### config.mk
export PLATFORM = sky130hd
export DESIGN_NAME = activation_gate_top
export DESIGN_NICKNAME = d
export VERILOG_FILES = /design/src/common/gate_pkg.sv /design/src/hw/activation_gate_top.sv /design/src/hw/gate_tanh/gate_tanh_collector.sv /design/src/hw/gate_lane/gate_lane_mac.sv /design/src/hw/gate_sequencer.sv
export VERILOG_INCLUDE_DIRS = /design/src /design/src/common
export SDC_FILE = /design/constraint.sdc
export NUM_CORES = 2
export LEC_CHECK = 0
export ABC_AREA = 1
export CAP_MARGIN = 20
export CORE_ASPECT_RATIO = 1.4
export CORE_UTILIZATION = 37
export DETAILED_ROUTE_END_ITERATION = 8
export DONT_BUFFER_PORTS = 1
export HOLD_SLACK_MARGIN = 0.08
export SLEW_MARGIN = 20
export SYNTH_ARGS = -nofsm -noshare
export SYNTH_HDL_FRONTEND = slang
export SYNTH_HIERARCHICAL = 1
export SYNTH_SLANG_ARGS = --single-unit
### constraint.sdc
create_clock -name CLK -period 10.1 [get_ports CLK]
set_input_delay 2.02 -clock CLK [delete_from_list [all_inputs] [get_ports CLK]]
set_output_delay 2.02 -clock CLK [all_outputs]
set_load 0.02 [all_outputs]
### src/common/gate_defines.svh
// Sizes of the activation gate datapath; the accumulator must hold a full-scale sum of all terms
`ifndef GATE_DEFINES_SVH
`define GATE_DEFINES_SVH

//////////////////////////////////////////////////
// Vector geometry
//////////////////////////////////////////////////

`define GATE_LANES 4   // Output elements per vector

//////////////////////////////////////////////////
// Number format
//////////////////////////////////////////////////

`define GATE_DATA_W 16  // Signed Q8.8 word
`define GATE_FRAC   8   // Fraction bits of the word

// Products are Q16.16 so 40 bits leave 8 guard bits for the sum
`define GATE_ACC_W  40

`endif
### src/common/gate_pkg.sv
// Shared types of the activation gate; all values are signed Q8.8 and vectors are GATE_LANES wide
`default_nettype none

`include "gate_defines.svh"

package gate_pkg;

  //////////////////////////////////////////////////
  // Scalars and vectors
  //////////////////////////////////////////////////

  // One Q8.8 value
  typedef logic signed [`GATE_DATA_W-1:0] gate_data_t;

  // Element i sits at index i
  typedef gate_data_t [`GATE_LANES-1:0] gate_vec_t;

  //////////////////////////////////////////////////
  // Stream beats
  //////////////////////////////////////////////////

  // One term of the sum
  typedef struct packed {
    gate_data_t x;        // Shared scalar
    gate_vec_t  weights;  // One weight per output element
    logic       last;     // Final term of the vector
  } term_beat_t;

  // Broadcast from the sequencer to every lane
  typedef struct packed {
    logic       clear;    // Preload bias
    logic       acc;      // Add weight times x
    logic       last;     // Only with acc
    gate_data_t x;
    gate_vec_t  weights;
  } lane_cmd_t;

endpackage

`default_nettype wire

### src/hw/activation_gate_top.sv
// Activation gate top; a_valid comes two cycles after the last beat and must be taken when it pulses
`timescale 1ns/1ps
`default_nettype none

`include "gate_defines.svh"

module activation_gate_top (
  input  wire logic                  CLK,
  input  wire logic                  RST,
  input  wire logic                  start,
  input  wire gate_pkg::gate_vec_t   bias,
  input  wire logic                  term_valid,
  input  wire gate_pkg::term_beat_t  term,
  output logic                       busy,
  output logic                       a_valid,
  output gate_pkg::gate_vec_t        a_out
);

  gate_pkg::lane_cmd_t      cmd;         // Broadcast to all lanes
  gate_pkg::gate_vec_t      bias_q;
  gate_pkg::gate_vec_t      lane_res;    // One word per lane
  logic [`GATE_LANES-1:0]   lane_valid;  // Aligned across lanes

  //////////////////////////////////////////////////
  // Feed
  //////////////////////////////////////////////////

  gate_sequencer i_gate_sequencer (
    .CLK        (CLK),
    .RST        (RST),
    .start      (start),
    .bias       (bias),
    .term_valid (term_valid),
    .term       (term),
    .busy       (busy),
    .cmd        (cmd),
    .bias_q     (bias_q)
  );

  //////////////////////////////////////////////////
  // Lanes
  //////////////////////////////////////////////////

  for (genvar i = 0; i < `GATE_LANES; i++) begin : g_lane
    gate_lane_mac #(
      .LANE_IDX (i)
    ) i_gate_lane_mac (
      .CLK        (CLK),
      .RST        (RST),
      .cmd        (cmd),
      .bias_q     (bias_q),
      .lane_res   (lane_res[i]),
      .lane_valid (lane_valid[i])
    );
  end

  //////////////////////////////////////////////////
  // Drain
  //////////////////////////////////////////////////

  gate_tanh_collector i_gate_tanh_collector (
    .CLK        (CLK),
    .RST        (RST),
    .lane_res   (lane_res),
    .lane_valid (lane_valid[0]),  // Lane 0 stands for all
    .a_out      (a_out),
    .a_valid    (a_valid)
  );

endmodule

`default_nettype wire

### src/hw/gate_tanh/gate_tanh_collector.sv
// Piecewise-linear tanh on all lanes; lanes must be aligned since only lane 0's valid is tested
`timescale 1ns/1ps
`default_nettype none

`include "gate_defines.svh"

module gate_tanh_collector (
  input  wire logic                 CLK,
  input  wire logic                 RST,
  input  wire gate_pkg::gate_vec_t  lane_res,
  input  wire logic                 lane_valid,  // From lane 0
  output gate_pkg::gate_vec_t       a_out,
  output logic                      a_valid      // One-cycle pulse
);

  localparam int DATA_W = `GATE_DATA_W;
  localparam int FRAC   = `GATE_FRAC;

  //////////////////////////////////////////////////
  // Segment constants in Q8.8
  //////////////////////////////////////////////////

  localparam logic [DATA_W:0] TH_LOW  = (DATA_W+1)'(1 << (FRAC-1));  // 0.5
  localparam logic [DATA_W:0] TH_HIGH = (DATA_W+1)'(3 << (FRAC-1));  // 1.5
  localparam logic [DATA_W:0] Y_ONE   = (DATA_W+1)'(1 << FRAC);
  localparam logic [DATA_W:0] Y_QUART = (DATA_W+1)'(1 << (FRAC-2));  // Offset of mid segment

  // Three segments on the magnitude then sign restored
  function automatic gate_pkg::gate_data_t tanh_pwl(input gate_pkg::gate_data_t v);
    logic            neg;
    logic [DATA_W:0] v_ext;
    logic [DATA_W:0] mag;  // One extra bit for the most negative input
    logic [DATA_W:0] y;
    neg   = v[DATA_W-1];
    v_ext = {v[DATA_W-1], v};
    mag   = neg ? (~v_ext + 1'b1) : v_ext;
    if (mag < TH_LOW) begin
      y = mag;  // Linear near zero
    end else if (mag < TH_HIGH) begin
      y = (mag >> 1) + Y_QUART;  // Truncated half
    end else begin
      y = Y_ONE;  // Saturated
    end
    // y never exceeds 1.0 so the word holds it
    return neg ? (~y[DATA_W-1:0] + 1'b1) : y[DATA_W-1:0];
  endfunction

  gate_pkg::gate_vec_t a_next;

  always_comb begin
    for (int i = 0; i < `GATE_LANES; i++) begin
      a_next[i] = tanh_pwl(lane_res[i]);
    end
  end

  //////////////////////////////////////////////////
  // Output register
  //////////////////////////////////////////////////

  always_ff @(posedge CLK or posedge RST) begin
    if (RST) begin
      a_out   <= '0;
      a_valid <= 1'b0;
    end else begin
      a_valid <= lane_valid;
      if (lane_valid) begin
        a_out <= a_next;  // Held until the next vector
      end
    end
  end

endmodule

`default_nettype wire

### src/hw/gate_lane/gate_lane_mac.sv
// One multiply-accumulate lane; LANE_IDX must be below GATE_LANES and the result saturates to Q8.8
`timescale 1ns/1ps
`default_nettype none

`include "gate_defines.svh"

module gate_lane_mac #(
  parameter int LANE_IDX = 0  // Element handled by this lane
) (
  input  wire logic                 CLK,
  input  wire logic                 RST,
  input  wire gate_pkg::lane_cmd_t  cmd,
  input  wire gate_pkg::gate_vec_t  bias_q,
  output gate_pkg::gate_data_t      lane_res,
  output logic                      lane_valid  // One cycle per vector
);

  localparam int DATA_W = `GATE_DATA_W;
  localparam int FRAC   = `GATE_FRAC;
  localparam int ACC_W  = `GATE_ACC_W;

  // Saturation limits of the output word
  localparam logic [DATA_W-1:0] RES_MAX = {1'b0, {(DATA_W-1){1'b1}}};
  localparam logic [DATA_W-1:0] RES_MIN = {1'b1, {(DATA_W-1){1'b0}}};

  logic signed [2*DATA_W-1:0] prod;      // Q16.16
  logic signed [ACC_W-1:0]    bias_ext;  // Bias at product scale
  logic signed [ACC_W-1:0]    acc_q;
  logic signed [ACC_W-1:0]    acc_sum;
  logic signed [ACC_W-1:0]    acc_shr;   // Back to Q8.8
  logic [ACC_W-DATA_W:0]      acc_top;   // Bits above the word plus its sign
  logic                       in_range;
  gate_pkg::gate_data_t       res_sat;

  //////////////////////////////////////////////////
  // Datapath
  //////////////////////////////////////////////////

  assign prod     = $signed(cmd.x) * $signed(cmd.weights[LANE_IDX]);
  assign bias_ext = ACC_W'($signed(bias_q[LANE_IDX])) <<< FRAC;  // Sign extend then align
  assign acc_sum  = acc_q + ACC_W'(prod);
  assign acc_shr  = acc_sum >>> FRAC;  // Arithmetic shift

  // Fits when all top bits copy the sign
  assign acc_top  = acc_shr[ACC_W-1:DATA_W-1];
  assign in_range = (&acc_top) | ~(|acc_top);

  always_comb begin
    if (in_range) begin
      res_sat = acc_shr[DATA_W-1:0];
    end else if (acc_shr[ACC_W-1]) begin
      res_sat = RES_MIN;  // Negative overflow
    end else begin
      res_sat = RES_MAX;
    end
  end

  //////////////////////////////////////////////////
  // Accumulator and result
  //////////////////////////////////////////////////

  always_ff @(posedge CLK) begin
    if (cmd.clear) begin
      acc_q <= bias_ext;
    end else if (cmd.acc) begin
      acc_q <= acc_sum;
    end
    if (cmd.acc && cmd.last) begin
      lane_res <= res_sat;  // Includes the last product
    end
  end

  always_ff @(posedge CLK or posedge RST) begin
    if (RST) begin
      lane_valid <= 1'b0;
    end else begin
      lane_valid <= cmd.acc && cmd.last;
    end
  end

endmodule

`default_nettype wire

### src/hw/gate_sequencer.sv
// Term sequencer; start while busy and term_valid while idle are dropped and there is no back-pressure
`timescale 1ns/1ps
`default_nettype none

module gate_sequencer (
  input  wire logic                  CLK,
  input  wire logic                  RST,
  input  wire logic                  start,       // One-cycle pulse
  input  wire gate_pkg::gate_vec_t   bias,        // Sampled with start
  input  wire logic                  term_valid,  // One beat per strobe
  input  wire gate_pkg::term_beat_t  term,
  output logic                       busy,
  output gate_pkg::lane_cmd_t        cmd,         // Registered broadcast
  output gate_pkg::gate_vec_t        bias_q
);

  //////////////////////////////////////////////////
  // Controller state
  //////////////////////////////////////////////////

  typedef enum logic {
    ST_IDLE,  // Waiting for start
    ST_ACC    // Forwarding term beats
  } seq_state_t;

  seq_state_t state;

  logic start_ok;  // Start accepted this cycle
  logic beat_ok;   // Beat accepted this cycle

  // Command strobes
  logic cmd_clear;
  logic cmd_acc;
  logic cmd_last;

  // Command payload
  gate_pkg::gate_data_t cmd_x;
  gate_pkg::gate_vec_t  cmd_w;

  assign start_ok = (state == ST_IDLE) && start;
  assign beat_ok  = (state == ST_ACC) && term_valid;
  assign busy     = (state == ST_ACC);

  //////////////////////////////////////////////////
  // FSM and strobes
  //////////////////////////////////////////////////

  always_ff @(posedge CLK or posedge RST) begin
    if (RST) begin
      state     <= ST_IDLE;
      cmd_clear <= 1'b0;
      cmd_acc   <= 1'b0;
      cmd_last  <= 1'b0;
    end else begin
      // Strobes live one cycle
      cmd_clear <= start_ok;
      cmd_acc   <= beat_ok;
      cmd_last  <= beat_ok && term.last;

      case (state)
        ST_IDLE: begin
          if (start_ok) begin
            state <= ST_ACC;
          end
        end
        ST_ACC: begin
          // Falls on the edge that takes the last beat
          if (beat_ok && term.last) begin
            state <= ST_IDLE;
          end
        end
        default: begin
          state <= ST_IDLE;
        end
      endcase
    end
  end

  //////////////////////////////////////////////////
  // Payload capture
  //////////////////////////////////////////////////

  always_ff @(posedge CLK) begin
    if (start_ok) begin
      bias_q <= bias;  // Held for the clear in the next cycle
    end
    if (beat_ok) begin
      cmd_x <= term.x;
      cmd_w <= term.weights;
    end
  end

  // Pack the broadcast
  assign cmd = '{clear: cmd_clear, acc: cmd_acc, last: cmd_last, x: cmd_x, weights: cmd_w};

endmodule

`default_nettype wire

==> results.sh <==
export IMPL_outcome="complete, but fails checks"
export IMPL_violations="DRC"
export IMPL_rsz0062_at_grt="false"
export IMPL_initial_core_util_pct=37.2
export IMPL_path_buf_inv=6
export IMPL_htree_levels=2
export IMPL_num_rows=195
export IMPL_die_h_um=535
export IMPL_via_per_inst=4.75
export IMPL_timing_final_crit_share_pct=81.3
export IMPL_gp_congestion=0.960
export IMPL_drt_wl_total_um=212000
export IMPL_synth_warnings=6
export IMPL_layout_drive_gt1_share_pct=4.07
export IMPL_syn_cell_area_um2=75000
export IMPL_hp_class="reg2reg"
export IMPL_cp_data_arrival_time_ns=8.63
export IMPL_post_cts_buffers=0
export IMPL_cts_tree="done"
export IMPL_slew_headroom_pct=24.8
export IMPL_cts_buffers=56
export IMPL_dr_pass1_iters=8
export IMPL_setup_viol=0
export IMPL_cp_start_kind="flip-flop"
export IMPL_ant_nets=0
export IMPL_clkLatencyLatePin_ns=0.70
export IMPL_dpl_hpwl_um=175000
export IMPL_layout_cells_most_common="nand2_1"
export IMPL_vias=57000
export IMPL_drc_errors=84
export IMPL_multi_input_area_um2=51200
export IMPL_max_freq_mhz=122
export IMPL_first_global_vias=62300
export IMPL_required_ns=10.51
export IMPL_seq_area_um2=12500
export IMPL_syn_avg_cell_area_um2=7.91
export IMPL_cpMostUsedCell="nand2_1"
export IMPL_period_needed_ns=8.21
export IMPL_drt_iter0_markers=2810
export IMPL_final_cell_mix="2,684 x nand2_1, 2,610 x inv_1, 1,319 x fa_1, 476 x ha_1, 429 x nor2_1"
export IMPL_slew_viol_final=0
export IMPL_die_w_um=382
export IMPL_drv_cap=0
export IMPL_port_buffers=0
export IMPL_syn_to_final_growth_pct=5.97
export IMPL_syn_inst=9479
export IMPL_path_class="reg2reg"
export IMPL_core_area_um2=202000
export IMPL_fin_tns_setup_ns=0
export IMPL_cp_max_fo=32
export IMPL_io_pins=215
export IMPL_cts_hold_buf=0
export IMPL_die_area_um2=204000
export IMPL_cts_root_buf="clkbuf_16"
export IMPL_cts_buffer_depth=3
export IMPL_cp_end_kind="flip-flop"
export IMPL_cp_slowest_stage_delay_ns=0.90
export IMPL_path_delay_family="adder cells"
export IMPL_syn_nets=11400
export IMPL_grt_pass1_wl_um=339000
export IMPL_overflow=0
export IMPL_skew_ns=0.0342
export IMPL_cts_resized=0
export IMPL_wl_per_cell_um=17.7
export IMPL_hold_viol=0
export IMPL_slowest_stage="fa_1"
export IMPL_nFillCells=20800
export IMPL_track_usage_pct=21.2
export IMPL_path_clk_slew_ns=0.06
export IMPL_cts_sinks=438
export IMPL_grt_antenna_before_repair=16
export IMPL_max_slew_worst_pin_slew_ns=1.13
export IMPL_nets=11200
export IMPL_grt_max_degree=65
==> area by class of cell <==
cell class / count / share of cell area (%)
Antenna cell: 19 / 0.0598
Clock buffer: 75 / 2.14
Clock inverter: 30 / 0.329
Inverter: 2652 / 12.5
Multi-Input combinational cell: 6064 / 64.4
Sequential cell: 438 / 15.7
Tap cell: 2659 / 4.19
Timing Repair Buffer: 56 / 0.586
==> path summary, 6_finish.rpt <==
check	startpoint	to	slack, ns	cells past startpoint
worst min register to register	g_lane[0].i_gate_lane_mac/acc_q[6]	g_lane[0].i_gate_lane_mac/acc_q[6]	0.47	2
min in group asynchronous	RST	g_lane[0].i_gate_lane_mac/lane_valid	1.05	1
worst max register to register	i_gate_sequencer/cmd_x[15]	g_lane[1].i_gate_lane_mac/lane_res[14]	1.89	27
worst min-delay path	g_lane[0].i_gate_lane_mac/acc_q[6]	g_lane[0].i_gate_lane_mac/acc_q[6]	0.47	2
worst max-delay path	i_gate_sequencer/cmd_x[15]	g_lane[1].i_gate_lane_mac/lane_res[14]	1.89	27
max in group asynchronous	RST	i_gate_tanh_collector/a_out[49]	7.81	2
==> stage by stage <==
stage	hold WS [ns]	instances	util, %	setup slack (ns)	instance area [µm²]
final	0.472	12000	39.4	1.89	79400
after global routing	0.492	12000	39.4	1.27	79400
after CTS	0.477	12000	39.4	1.81	79400
after detailed placement	0.466	11900	38.4	1.82	77400
after global placement	0.461	11900	38.4	1.94	77400
after floorplan	0.355	9479	-	3.03	75000
==> routing by layer <==
metal | track usage (%) | vias to the layer above | wire length (µm) | part of all wire [%]
met5 | 0 | - | 28 | 0.013
met4 | 7.19 | 4 | 7260 | 3.4
met3 | 2.31 | 356 | 8350 | 3.9
met2 | 39.6 | 1227 | 112000 | 53
met1 | 25.0 | 28400 | 84700 | 40
li1 | - | 27000 | - | -
==> worst min-delay path, cell delays in order (launching register included) <==
cell,delay (ns)
dfxtp_1,0.31
inv_1,0.05
o22ai_1,0.07
==> registers in the layout, indices dropped and copies added, names as in the netlist, 16 cells and up <==
| register | flops |
|---|---|
| g_lane.i_gate_lane_mac/lane_res | 64 |
| i_gate_sequencer/cmd | 64 |
| g_lane.i_gate_lane_mac/acc_q | 160 |
| i_gate_tanh_collector/a_out | 64 |
| i_gate_sequencer/bias_q | 64 |
| i_gate_sequencer/cmd_x | 16 |
Power is left out: the tool's default activity adds up to more than one toggle a clock period on the data nets, which glitch-free logic cannot reach.
